`src/hw/psgPkg.sv`:
```
`default_nettype none

package psgPkg;

	// ==============================
	// sizes
	// ==============================

	// wave-table channels sharing the memory bus
	localparam int NumChan = 8;
	localparam int ChanIdxW = 3;

	// memory word address and data
	localparam int AddrW = 16;
	localparam int DataW = 16;

	// table length and offset within a table
	localparam int LenW = 8;

	// ==============================
	// types
	// ==============================

	typedef logic [ChanIdxW-1:0] chanIdx_t;

	// one bit per channel for requests, grants and done strobes
	typedef logic [NumChan-1:0] chanMask_t;

	typedef logic [AddrW-1:0] addr_t;
	typedef logic [DataW-1:0] sample_t;

	// per channel settings
	// a length of 0 stands for a full 256 word table
	typedef struct packed {
		logic            enable;
		addr_t           base;
		logic [LenW-1:0] len;
	} chanCfg_t;

endpackage

`default_nettype wire

```
`src/hw/psgBusArb.sv`:
```
`timescale 1ns/1ps
`default_nettype none

module psgBusArb (
	input  logic              clk,
	input  logic              rst,
	input  logic              ce,
	input  logic              ack,
	input  psgPkg::chanMask_t req,
	output psgPkg::chanMask_t sel,
	output psgPkg::chanIdx_t  seln
);
	import psgPkg::*;

	chanMask_t winMask;
	chanIdx_t  winIdx;
	logic      anyReq;
	logic      update;

	// ==============================
	// priority scan
	// ==============================

	// walk from the top down so the lowest requester is written last and wins
	always_comb begin
		winMask = '0;
		winIdx = '0;
		for (int i = NumChan - 1; i >= 0; i--) begin
			if (req[i]) begin
				winMask = chanMask_t'(1) << i;
				winIdx = chanIdx_t'(i);
			end
		end
	end

	assign anyReq = |req;

	// grant moves only while the bus is free and the PSG clock is enabled
	// an empty request vector leaves the last owner in place
	assign update = ce & ack & anyReq;

	// ==============================
	// grant register
	// ==============================

	always_ff @(posedge clk) begin
		if (rst) begin
			sel <= '0;
			seln <= '0;
		end else if (update) begin
			sel <= winMask;
			seln <= winIdx;
		end
	end

endmodule

`default_nettype wire

```
`src/hw/psgWaveFetch.sv`:
```
`timescale 1ns/1ps
`default_nettype none

module psgWaveFetch (
	input  logic             clk,
	input  logic             rst,
	input  logic             cfgWr,
	input  psgPkg::chanCfg_t cfgIn,
	input  logic             sampleTick,
	input  logic             done,
	input  psgPkg::sample_t  rdData,
	output logic             req,
	output psgPkg::addr_t    addr,
	output psgPkg::sample_t  sample
);
	import psgPkg::*;

	chanCfg_t        cfgReg;
	logic [LenW-1:0] offset;
	logic [LenW-1:0] offsetInc;
	logic [LenW-1:0] offsetNext;

	// ==============================
	// channel settings
	// ==============================

	// latched on a write addressed to this channel
	always_ff @(posedge clk) begin
		if (rst) begin
			cfgReg.enable <= 1'b0;
		end else if (cfgWr) begin
			cfgReg <= cfgIn;
		end
	end

	// ==============================
	// table offset
	// ==============================

	assign offsetInc = offset + 1'b1;

	// wrap back to the table start at the programmed length
	// a length of 0 wraps by the natural 8 bit overflow
	assign offsetNext = (offsetInc == cfgReg.len) ? '0 : offsetInc;

	always_ff @(posedge clk) begin
		if (rst) begin
			offset <= '0;
		end else if (cfgWr) begin
			// new settings restart the table
			offset <= '0;
		end else if (done) begin
			offset <= offsetNext;
		end
	end

	// word address of the next sample
	assign addr = cfgReg.base + addr_t'(offset);

	// ==============================
	// request level
	// ==============================

	// raised by a tick, dropped when the read for this channel completes
	// a tick arriving while a request is pending has no further effect
	always_ff @(posedge clk) begin
		if (rst) begin
			req <= 1'b0;
		end else if (!cfgReg.enable) begin
			req <= 1'b0;
		end else if (done) begin
			req <= 1'b0;
		end else if (sampleTick) begin
			req <= 1'b1;
		end
	end

	// ==============================
	// current sample
	// ==============================

	always_ff @(posedge clk) begin
		if (rst) begin
			sample <= '0;
		end else if (done) begin
			sample <= rdData;
		end
	end

endmodule

`default_nettype wire

```
`src/hw/psgBusMaster.sv`:
```
`timescale 1ns/1ps
`default_nettype none

module psgBusMaster (
	input  logic                                 clk,
	input  logic                                 rst,
	input  logic                                 ce,
	input  psgPkg::chanMask_t                    sel,
	input  psgPkg::chanIdx_t                     seln,
	input  psgPkg::chanMask_t                    req,
	input  psgPkg::addr_t [psgPkg::NumChan-1:0]  chanAddr,
	input  logic                                 memAck,
	input  psgPkg::sample_t                      memData,
	output logic                                 busFree,
	output logic                                 memCyc,
	output psgPkg::addr_t                        memAddr,
	output psgPkg::chanMask_t                    doneMask,
	output psgPkg::sample_t                      rdData
);
	import psgPkg::*;

	typedef enum logic [1:0] {
		Idle,
		Busy,
		Done
	} state_t;

	state_t   state;
	state_t   stateNext;
	chanIdx_t curChan;
	logic     start;
	logic     finish;

	// the granted owner must still be asking for the bus
	// a channel that was just served has already dropped its request
	assign start = (state == Idle) && ce && (|(sel & req));

	// memory may hold off ack for any number of cycles
	assign finish = (state == Busy) && memAck;

	// arbiter may only move while nothing is in flight
	assign busFree = (state == Idle);

	// ==============================
	// state machine
	// ==============================

	always_comb begin
		stateNext = state;
		case (state)
			Idle: begin
				if (start) begin
					stateNext = Busy;
				end
			end
			Busy: begin
				if (memAck) begin
					stateNext = Done;
				end
			end
			Done: begin
				// one cycle for the done strobe, then free the bus
				stateNext = Idle;
			end
			default: begin
				stateNext = Idle;
			end
		endcase
	end

	always_ff @(posedge clk) begin
		if (rst) begin
			state <= Idle;
		end else begin
			state <= stateNext;
		end
	end

	// ==============================
	// bus cycle and done strobe
	// ==============================

	always_ff @(posedge clk) begin
		if (rst) begin
			memCyc <= 1'b0;
		end else if (start) begin
			memCyc <= 1'b1;
		end else if (finish) begin
			memCyc <= 1'b0;
		end
	end

	always_ff @(posedge clk) begin
		if (rst) begin
			doneMask <= '0;
		end else if (finish) begin
			doneMask <= chanMask_t'(1) << curChan;
		end else begin
			doneMask <= '0;
		end
	end

	// ==============================
	// datapath
	// ==============================

	// channel and address are captured once so they stay stable under back-pressure
	always_ff @(posedge clk) begin
		if (start) begin
			curChan <= seln;
			memAddr <= chanAddr[seln];
		end
	end

	// shared return word, qualified by doneMask at the channels
	always_ff @(posedge clk) begin
		if (finish) begin
			rdData <= memData;
		end
	end

endmodule

`default_nettype wire

```
`src/hw/psgWaveSys.sv`:
```
`timescale 1ns/1ps
`default_nettype none

module psgWaveSys (
	input  logic                                   clk,
	input  logic                                   rst,
	input  logic                                   ce,
	input  logic                                   sampleTick,
	input  logic                                   cfgWr,
	input  psgPkg::chanIdx_t                       cfgChan,
	input  psgPkg::chanCfg_t                       cfg,
	input  logic                                   memAck,
	input  psgPkg::sample_t                        memData,
	output logic                                   memCyc,
	output psgPkg::addr_t                          memAddr,
	output psgPkg::sample_t [psgPkg::NumChan-1:0]  samples
);
	import psgPkg::*;

	chanMask_t             reqMask;
	chanMask_t             sel;
	chanMask_t             doneMask;
	chanIdx_t              seln;
	addr_t [NumChan-1:0]   chanAddr;
	sample_t               rdData;
	logic                  busFree;

	// ==============================
	// wave-table channels
	// ==============================

	// each channel picks off its own bit of the shared vectors
	// the config strobe is steered by the channel number
	for (genvar i = 0; i < NumChan; i++) begin : g_chan
		psgWaveFetch i_fetch (
			.clk        (clk),
			.rst        (rst),
			.cfgWr      (cfgWr && (cfgChan == chanIdx_t'(i))),
			.cfgIn      (cfg),
			.sampleTick (sampleTick),
			.done       (doneMask[i]),
			.rdData     (rdData),
			.req        (reqMask[i]),
			.addr       (chanAddr[i]),
			.sample     (samples[i])
		);
	end

	// ==============================
	// bus ownership
	// ==============================

	// re-evaluated only while the master is idle, so an owner keeps
	// the bus for its whole transfer
	psgBusArb i_arb (
		.clk  (clk),
		.rst  (rst),
		.ce   (ce),
		.ack  (busFree),
		.req  (reqMask),
		.sel  (sel),
		.seln (seln)
	);

	// ==============================
	// memory read
	// ==============================

	psgBusMaster i_master (
		.clk      (clk),
		.rst      (rst),
		.ce       (ce),
		.sel      (sel),
		.seln     (seln),
		.req      (reqMask),
		.chanAddr (chanAddr),
		.memAck   (memAck),
		.memData  (memData),
		.busFree  (busFree),
		.memCyc   (memCyc),
		.memAddr  (memAddr),
		.doneMask (doneMask),
		.rdData   (rdData)
	);

endmodule

`default_nettype wire

```
`config.mk`:
```
export PLATFORM = sky130hd
export DESIGN_NAME = psgWaveSys
export DESIGN_NICKNAME = d
export VERILOG_FILES = /design/src/hw/psgPkg.sv /design/src/hw/psgBusArb.sv /design/src/hw/psgWaveFetch.sv /design/src/hw/psgBusMaster.sv /design/src/hw/psgWaveSys.sv
export SDC_FILE = /design/constraint.sdc
export NUM_CORES = 1
export LEC_CHECK = 0
export BUFFER_PORTS_ARGS = -buffer_cell sky130_fd_sc_hd__buf_2
export CAP_MARGIN = 0
export CORE_ASPECT_RATIO = 0.5
export CORE_MARGIN = 1.5
export CORE_UTILIZATION = 30
export DETAILED_ROUTE_END_ITERATION = 7
export SLEW_MARGIN = 20
export SYNTH_ARGS = -nofsm -noshare
export SYNTH_HDL_FRONTEND = slang
export SYNTH_SLANG_ARGS = --single-unit
```
`constraint.sdc`:
```
create_clock -name clk -period 6.1 [get_ports clk]
set_input_delay 0.61 -clock clk [delete_from_list [all_inputs] [get_ports clk]]
set_output_delay 0.61 -clock clk [all_outputs]
set_load 0.005 [all_outputs]
```
==> impl_metrics.csv, run 1 <==
group,metric,value,unit
final_layout,mostFrequentLayoutCells,"nor2_1 (258), edfxtp_1 (227), dfxtp_1 (220)",
final_layout,num-nets-final,2377,
pwr,pwr-share-comb,3.0,%
placed_design,dpl.hpwl,44400,µm
synth,synthFlopType,"dfxtp_1",
worst_setup_path,critPathLaunchType,"flip-flop",
sta,rsz0062_at_grt,"false",
synth,yosysSeqAreaShare,51.4,%
synth,synth_nets,2220,
synth,yosys_warnings,0,
worst_hold_path,hp-class,"in -> reg",
sta,worst_pin_slew,1.05,ns
global_route,grt_pass1_vias,15400,
synth,netlist_area,22200,µm²
worst_setup_path,cp.required,6.50,ns
status,status,"finished clean",
placed_design,place_congestion,0.919,
pwr,seq_power_share,51.9,%
placed_design,io_buffers,194,
synth,synth_edf_count,227,
synth,syn_inst,2090,
drt,wl,62500,µm
synth,synth_xor_area_share,7.91,%
clocking,h-tree-depth,2,
worst_setup_path,cpPeakStageDelay,0.80,ns
final_layout,syn2layout_area_growth,15.5,%
clocking,cts_made_buffers,47,
drt,ant_nets,0,
worst_setup_path,cpMaxStageDelayCell,"o311ai_0",
pwr,power.switching,1.39,mW
final_layout,final_common_cell,"nor2_1",
drt,wl_per_cell,19.2,µm
sta,fin_crit,3.55,ns
drt,drc,0,
drt,firstDrtPassIters,6,
clocking,post_cts_buffers,0,
sta,slew_headroom,29.3,%
worst_setup_path,cp_max_fo,7,
global_route,track_usage,16.0,%
clocking,post_cts_resized,0,
synth,synth_top_family_by_area,"simple AND/OR/NAND/NOR gates",
clocking,clkTransAtPathRegs,0.06,ns
placed_design,dp_slack,2.65,ns
clocking,hold_buffers,0,
worst_setup_path,timing.critical_path.cells,"ha_1, fa_1, a211oi_1, nor2_1, o311ai_0, a21oi_1, xnor2_1, mux4_2, o21ai_0",
drt,drt_iter0_drc,1108,
synth,synth_simple_gate_area_share,16.2,%
worst_setup_path,critPathBufInv,0,
worst_setup_path,r2r_setup_slack,2.55,ns
synth,ys_seq_elements,457,
final_layout,final_util,35.1,%
floorplan,die_w,388,µm
sta,timing.fmax,281,MHz
synth,synthMuxAreaShare,7.82,%
pwr,power_density,245,nW/µm²
pwr,clkPwrFrac,45.0,%
synth,synth-compound-area-share,9.71,%
synth,synth_fa_ha_area_share,4.77,%
pwr,leakage,9.36,nW
floorplan,rows,70,
global_route,grt_pass1_wl,94100,µm
drt,avgViaCountPerCell,5.04,
sta,finalSetupViolations,0,
final_layout,antenna_cells,0,
synth,synth.avg_cell_area,10.6,µm²
floorplan,ios,195,
synth,synthArstFlopShare,0,%
floorplan,dieArea,75800,µm²
worst_setup_path,end_kind,"flip-flop",
global_route,grt_start_max_net_pins,97,
sta,timing.final.crit_share,58.2,%
sta,hold_violations,0,
pwr,p_sw_share,22.2,%
job,drv_cap,0,
drt,vias,16400,
final_layout,drive_gt1_share,14.6,%
floorplan,core_region_area,73200,µm²
clocking,cts_root_buffer,"clkbuf_16",
global_route,antenna_found_initial,1,
sta,skew,0.0162,ns
sta,drv_slew,0,
clocking,cts_num_sinks,457,
worst_setup_path,crit_type,"reg -> reg",
sta,setup_tns,0,ns
clocking,cts_tree,"built",
pwr,intPower,4.90,mW
floorplan,fp.dieH,195,µm
synth,ys_types,75,
placed_design,place_area,24200,µm²
worst_setup_path,cp.arrival,3.95,ns
worst_setup_path,crit_family,"compound AO/OA/AOI/OAI gates",
pwr,irDropWorstVdd,162,µV
clocking,clk_latency,0.58,ns
floorplan,initial_core_util,30.4,%
global_route,overflow,0,
final_layout,final_area,25700,µm²
sta,setup_slack,2.55,ns
clocking,cts_buffer_depth,3,
final_layout,fill_cells,7315,
[sequential cells by signal, indices dropped and copies added, names as in the netlist]
| register | flops |
|---|---|
| g_chan.i_fetch.sample | 128 |
| i_arb.seln | 3 |
| i_master.memCyc | 1 |
| i_master.memAddr | 16 |
| g_chan.i_fetch.offset | 64 |
| i_master.rdData | 16 |
| i_master.curChan | 3 |
| g_chan.i_fetch.req | 8 |
| i_master.state | 2 |
| i_arb.sel | 8 |
| g_chan.i_fetch.cfgReg | 200 |
| i_master.doneMask | 8 |
[worst reg2reg max path: cells and delay by family, from the launching register on]
| family | cells | cell delay (ns) |
|---|---|---|
| fa+ha+maj | 2 | 0.76 |
| compound gates | 4 | 1.50 |
| xor+xnor | 1 | 0.18 |
| mux | 1 | 0.44 |
| flops | 1 | 0.37 |
| simple gates | 1 | 0.11 |
[cells by family after synthesis]
logic type	count (synthesis)
flip-flops	457
adder cells (fa/ha/maj)	80
XOR/XNOR	196
AO/OA/AOI/OAI	334
AND/OR/NAND/NOR	740
buffers and inverters	127
multiplexers	156
[Yosys cell counts (5+ instances only)]
cell type | number | share of area [%]
a2111oi_0 | 5 | 0.20
a211oi_1 | 26 | 0.88
a21o_1 | 22 | 0.74
a21oi_1 | 91 | 2.0
a221oi_1 | 7 | 0.28
a22oi_1 | 8 | 0.27
a31oi_1 | 21 | 0.59
and3_1 | 30 | 0.84
buf_1 | 33 | 0.56
clkbuf_1 | 64 | 1.1
dfxtp_1 | 230 | 21
edfxtp_1 | 227 | 31
fa_1 | 8 | 0.72
ha_1 | 72 | 4.1
inv_1 | 24 | 0.41
mux2i_1 | 141 | 6.3
mux4_2 | 14 | 1.4
nand2_1 | 135 | 2.3
nand2b_1 | 32 | 0.90
nand3_1 | 83 | 1.9
nand3b_1 | 23 | 0.78
nand4_1 | 21 | 0.59
nor2_1 | 264 | 4.5
nor2b_1 | 15 | 0.42
nor3_1 | 54 | 1.2
nor3b_1 | 9 | 0.30
nor4_1 | 10 | 0.28
nor4b_1 | 16 | 0.63
o2111ai_1 | 5 | 0.20
o211ai_1 | 6 | 0.20
o21a_1 | 7 | 0.24
o21ai_0 | 70 | 1.6
o21bai_1 | 16 | 0.54
o221ai_1 | 8 | 0.32
o22ai_1 | 5 | 0.14
o31ai_1 | 6 | 0.20
or2_2 | 10 | 0.28
or3_1 | 11 | 0.31
or4_1 | 7 | 0.24
xnor2_1 | 108 | 4.3
xor2_1 | 85 | 3.3
[power groups by stage]
stage                     Sequential (mW)  Clock [mW]  Combinational (mW)
after global placement               3.33           0               0.188
after detailed placement             3.33           0               0.191
after CTS                            3.27        2.92               0.191
after global routing                 3.27        3.03               0.205
final                                3.27        2.83               0.189
after floorplan                      3.33           0               0.105
[path summary, 6_finish.rpt]
path | startpoint | endpoint | depth (start not counted)
worst max-delay path | g_chan[0].i_fetch.offset[0] | i_master.memAddr[8] | 9
worst min-delay path | memData[3] | i_master.rdData[3] | 1
worst max register to register | g_chan[0].i_fetch.offset[0] | i_master.memAddr[8] | 9
worst min register to register | i_master.memCyc | i_master.memCyc | 2
[routing by layer]
layer,track usage (%),wire [µm]
met2,25.1,27800
met4,6.61,2440
met5,0,0
met1,21.7,28500
met3,3.04,3840
[metrics by stage]
stage / total power [mW] / std cells / hold WS, ns
2_1_floorplan: 3.43 / 2090 / 0.432
3_3_place_gp: 3.52 / 3170 / 0.445
3_5_place_dp: 3.52 / 3170 / 0.448
4_1_cts: 6.37 / 3257 / 0.160
5_1_grt: 6.50 / 3257 / 0.174
6_report: 6.29 / 3257 / 0.209
[cell type report]
class | count | area (µm²) | share of cell area [%]
clock buffer | 63 | 1380 | 5.38
clock inverter | 24 | 124 | 0.482
inverter | 26 | 97.6 | 0.380
multi-input combinational | 1506 | 10300 | 40.3
sequential | 457 | 11400 | 44.5
tap | 972 | 1220 | 4.74
timing repair buffer | 209 | 1090 | 4.24
(Power assumes the default switching activity.)
==> inputs of run 2 (changes only) <==
Clock period 6.1 ns to 3 ns, I/O delays scaled along.
==> impl_metrics.csv, run 2 (synthesis gave the netlist of run 1 again) <==
group,metric,value,unit
clocking,cts_root_buffer,"clkbuf_16",
final_layout,multi_input_area,10400,µm²
drt,vias,16600,
clocking,cts_tree,"built",
floorplan,dieArea,75800,µm²
placed_design,io_buffers,194,
worst_setup_path,critPathLaunchType,"flip-flop",
sta,fin_crit,2.89,ns
clocking,cts_num_sinks,457,
status,status,"finished clean",
final_layout,final_common_cell,"nor2_1",
sta,setup_slack,0.107,ns
drt,wl,63300,µm
pwr,power_density,498,nW/µm²
placed_design,place_congestion,0.872,
final_layout,largest_reg_flops,200,
floorplan,die_w,388,µm
sta,worst_pin_slew,0.948,ns
pwr,irDropWorstVdd,370,µV
final_layout,syn2layout_area_growth,19.4,%
sta,timing.final.crit_share,96.4,%
drt,ant_nets,0,
drt,firstDrtPassIters,5,
floorplan,rows,70,
global_route,antenna_found_initial,2,
floorplan,initial_core_util,30.4,%
pwr,clkPwrFrac,46.7,%
final_layout,mostFrequentLayoutCells,"nor2_1 (258), edfxtp_1 (227), dfxtp_1 (220)",
worst_setup_path,critPathBufInv,1,
global_route,grt_start_max_net_pins,79,
worst_setup_path,cp.required,3.32,ns
sta,hold_violations,0,
worst_setup_path,timing.critical_path.cells,"ha_1, fa_1, a211oi_2, o21ai_1, a31oi_2, buf_4, nor3b_1, xor2_1, a221oi_1, a2bb2oi_1",
pwr,leakage,9.82,nW
global_route,grt_pass1_vias,15500,
drt,drt_iter0_drc,1062,
drt,avgViaCountPerCell,4.98,
worst_setup_path,crit_family,"compound AO/OA/AOI/OAI gates",
worst_setup_path,end_kind,"flip-flop",
clocking,clk_latency,0.59,ns
sta,drv_slew,0,
placed_design,dpl.hpwl,45700,µm
floorplan,fp.dieH,195,µm
final_layout,regMostFlops,"g_chan.i_fetch.cfgReg",
floorplan,core_region_area,73200,µm²
pwr,p_sw_share,21.9,%
clocking,cts_made_buffers,46,
job,drv_cap,0,
final_layout,fill_cells,7289,
worst_hold_path,hp-class,"in -> reg",
sta,slew_headroom,36.8,%
drt,wl_per_cell,19.0,µm
final_layout,num-nets-final,2457,
drt,drc,0,
clocking,clkTransAtPathRegs,0.07,ns
final_layout,drive_gt1_share,17.7,%
final_layout,final_cell_count_no_fill,3337,
pwr,power.switching,2.89,mW
final_layout,antenna_cells,0,
worst_setup_path,cpMaxStageDelayCell,"fa_1",
worst_setup_path,cpPeakStageDelay,0.47,ns
clocking,cts_buffer_depth,3,
worst_setup_path,cp_max_fo,2,
sta,finalSetupViolations,0,
pwr,intPower,10.3,mW
pwr,seq_power_share,50.2,%
placed_design,dp_slack,-0.126,ns
worst_setup_path,crit_type,"reg -> reg",
worst_setup_path,cp.arrival,3.21,ns
floorplan,ios,195,
global_route,overflow,0,
sta,timing.fmax,346,MHz
final_layout,top_regs,"g_chan.i_fetch.cfgReg: 200 flops, g_chan.i_fetch.sample: 128 flops, g_chan.i_fetch.offset: 64 flops",
global_route,track_usage,16.3,%
clocking,h-tree-depth,2,
sta,skew,0.0260,ns
sta,setup_tns,0,ns
final_layout,ff_latch_area,11400,µm²
placed_design,place_inst,3233,
pwr,pwr-share-comb,3.1,%
global_route,grt_pass1_wl,95000,µm
[run 2: area by class of cell]
type | count | share of cell area [%]
well taps | 972 | 4.58
clock buffers | 63 | 5.20
inverters | 26 | 0.368
multi-input cells | 1506 | 39.2
repair buffers | 290 | 6.60
clock inverters | 23 | 0.929
flip-flops and latches | 457 | 43.1
[run 2: final timing paths]
check                                   start                            to  slack (ns)  cells past startpoint
setup / recovery  g_chan[6].i_fetch.cfgReg[8]          i_master.memAddr[14]        0.11                     10
hold / removal                        cfg[22]  g_chan[3].i_fetch.cfgReg[22]        0.06                      1
setup reg to reg  g_chan[6].i_fetch.cfgReg[8]          i_master.memAddr[14]        0.11                     10
hold reg to reg               i_master.memCyc               i_master.memCyc        0.46                      2
[run 2: stage by stage]
stage          hold slack [ns]  power (mW)  utilization [%]  area [µm²]
6_report                0.0643        13.2             36.3       26500
5_1_grt                 0.0532        13.7             36.3       26500
4_1_cts                 0.0352        13.4             36.1       26500
3_5_place_dp             0.455        7.17             33.7       24700
3_3_place_gp             0.442        7.17             33.7       24700
2_1_floorplan            0.399        6.98                -       22200
[run 2: per-layer routing]
metal	wire length (µm)	vias up	part of all wire [%]	global-route usage, %
met2	28700	419	45	25.9
li1	-	8095	-	-
met1	29200	7995	46	22.3
met3	3700	101	5.8	3.18
met5	0	-	0	0
met4	1670	0	2.6	4.97
[run 2: worst reg2reg max path, cell delays in order, from the launching register on]
cell and delay, ns:
edfxtp_1 0.36, ha_1 0.22, fa_1 0.47, a211oi_2 0.30
o21ai_1 0.18, a31oi_2 0.28, buf_4 0.17, nor3b_1 0.05
xor2_1 0.15, a221oi_1 0.34, a2bb2oi_1 0.10
[run 2: repair_timing]
| action | 4_1_cts | 5_1_grt |
|---|---|---|
| setup buffers | 0 | 1 |
| pin swaps | 1 | 5 |
| setup endpoints to repair | 4 | 5 |
| resized for setup | 4 | 19 |
| hold endpoints to repair | 17 | 0 |
| hold buffers | 17 | 0 |
[run 2: power by group through the flow]
| stage | sequential (mW) | combinational [mW] | clock [mW] |
|---|---|---|---|
| after global routing | 6.64 | 0.446 | 6.57 |
| after CTS | 6.64 | 0.414 | 6.33 |
| after global placement | 6.78 | 0.390 | 0 |
| after detailed placement | 6.78 | 0.395 | 0 |
| final | 6.64 | 0.411 | 6.18 |
| after floorplan | 6.77 | 0.214 | 0 |
==> inputs of run 3 (changes only) <==
Settings changed: CORE_ASPECT_RATIO 0.5 to 1.2, CTS_CLUSTER_SIZE set to 30.
Clock period 3 ns to 3.4 ns, I/O delays scaled along.
==> impl_metrics.csv, run 3 (synthesis gave the netlist of run 1 again) <==
group,metric,value,unit
global_route,track_usage,16.7,%
final_layout,final_util,35.7,%
worst_setup_path,cp.arrival,3.57,ns
worst_setup_path,r2r_setup_slack,0.18,ns
global_route,gr-usage-met2,29.1,%
global_route,grtUsageMet1,19.6,%
global_route,grt_pass1_vias,16700,
sta,rsz0062_at_grt,"false",
global_route,top_usage_layer,"met2",
sta,hold_violations,0,
sta,finalSetupViolations,0,
clocking,clkTransAtPathRegs,0.07,ns
placed_design,place_congestion,0.922,
global_route,grt_use_met3,3.89,%
final_layout,drive_gt1_share,15.7,%
drt,wl_per_cell,19.7,µm
floorplan,dieArea,75700,µm²
final_layout,final_common_cell,"nor2_1",
drt,wl,64300,µm
placed_design,io_buffers,194,
sta,timing.final.crit_share,94.8,%
sta,skew,0.0346,ns
placed_design,dpl.hpwl,47100,µm
drt,drt_iter0_drc,1189,
sta,worst_pin_slew,0.999,ns
clocking,post_cts_buffers,0,
global_route,antenna_found_initial,7,
worst_setup_path,rr_endpoint,"i_master.memAddr[14]",
floorplan,rows,109,
status,status,"finished clean",
pwr,total_power,12.0,mW
drt,firstDrtPassIters,5,
sta,setup_tns,0,ns
final_layout,regMostFlops,"g_chan.i_fetch.cfgReg",
worst_setup_path,end_kind,"flip-flop",
worst_setup_path,startpoint,"g_chan[6].i_fetch.cfgReg[8]",
worst_setup_path,cp_max_fo,3,
worst_setup_path,cp-endpoint,"i_master.memAddr[14]",
clocking,cts_made_buffers,51,
final_layout,top_regs,"g_chan.i_fetch.cfgReg: 200 flops, g_chan.i_fetch.sample: 128 flops, g_chan.i_fetch.offset: 64 flops",
clocking,cts_buffer_depth,3,
worst_hold_path,hold_depth,3,
floorplan,initial_core_util,30.2,%
sta,setup_slack,0.178,ns
floorplan,die_w,251,µm
clocking,clk_latency,0.62,ns
placed_design,dp_slack,0.199,ns
sta,drv_slew,0,
clocking,cts_root_buffer,"clkbuf_16",
floorplan,core_region_area,73500,µm²
worst_setup_path,cp.required,3.75,ns
drt,drc,0,
sta,timing.fmax,310,MHz
pwr,power_density,459,nW/µm²
clocking,h-tree-depth,2,
pwr,irDropWorstVdd,426,µV
drt,vias,16800,
drt,ant_nets,0,
final_layout,num-nets-final,2413,
floorplan,ios,195,
floorplan,fp.dieH,301,µm
global_route,grt_start_max_net_pins,81,
worst_setup_path,critPathLaunchType,"flip-flop",
global_route,overflow,0,
sta,worst_hold_slack,0.0458,ns
final_layout,syn2layout_area_growth,18.0,%
final_layout,fill_cells,7226,
pwr,leakage,9.64,nW
worst_setup_path,regToRegStartpoint,"g_chan[6].i_fetch.cfgReg[8]",
worst_setup_path,crit_type,"reg -> reg",
job,drv_cap,0,
clocking,cts_num_sinks,457,
clocking,cts_tree,"built",
global_route,grt_pass1_wl,98300,µm
worst_setup_path,ff2ff_path_depth,9,
sta,fin_crit,3.22,ns
drt,avgViaCountPerCell,5.13,
sta,slew_headroom,33.3,%
final_layout,mostFrequentLayoutCells,"nor2_1 (258), edfxtp_1 (227), dfxtp_1 (224)",
final_layout,largest_reg_flops,200,
worst_hold_path,hp-class,"in -> reg",
==> run 3: area by class of cell <==
class | count | area (µm²) | area share, %
Timing Repair Buffer | 241 | 1370 | 5.22
Clock buffer | 60 | 1450 | 5.52
Sequential cell | 457 | 11400 | 43.6
Multi-Input combinational cell | 1506 | 10400 | 39.5
Antenna cell | 1 | 2.50 | 0.00954
Tap cell | 943 | 1180 | 4.50
Inverter | 26 | 97.6 | 0.372
Clock inverter | 36 | 360 | 1.37
==> run 3: repair_timing <==
action                                  in CTS  in global routing
hold endpoints to repair                    17                  0
hold buffers                                17                  0
endpoints found under the setup margin       0                  2
resized for setup                            0                  3
==> run 3: power by group <==
group / internal (mW) / total (mW) / switching, mW
clock network: 3.33 / 5.82 / 2.48
registers: 5.83 / 5.86 / 0.0347
logic: 0.118 / 0.361 / 0.243
==> run 3: metal layers <==
layer | wire length (µm) | vias to the layer above
li1 | - | 8000
met1 | 26400 | 8116
met2 | 31200 | 524
met3 | 4060 | 138
met4 | 2610 | 12
met5 | 94 | -
==> run 3: critical path: stages, from the launching register on <==
cell and delay, ns:
edfxtp_1 0.37, ha_1 0.22, fa_1 0.49, a211oi_1 0.38, o21ai_0 0.26, a31oi_1 0.42
nor3b_1 0.12, xor2_1 0.16, a221oi_1 0.44, a2bb2oi_1 0.13
==> run 3: worst min path at each step <==
stage,startpoint,to
detailed placement,g_chan[0].i_fetch.cfgReg[24],g_chan[0].i_fetch.cfgReg[24]
global route,cfg[24],g_chan[7].i_fetch.cfgReg[24]
floorplan,g_chan[0].i_fetch.cfgReg[24],g_chan[0].i_fetch.cfgReg[24]
global placement,i_arb.sel[6],i_arb.sel[6]
CTS,cfg[24],g_chan[7].i_fetch.cfgReg[24]
finish,cfg[24],g_chan[7].i_fetch.cfgReg[24]
==> run 3: per-stage QoR <==
stage          std cells  area (µm²)
2_1_floorplan       2090       22200
4_1_cts             3269       26200
6_report            3270       26200
3_5_place_dp        3156       24200
3_3_place_gp        3156       24200
5_1_grt             3270       26200
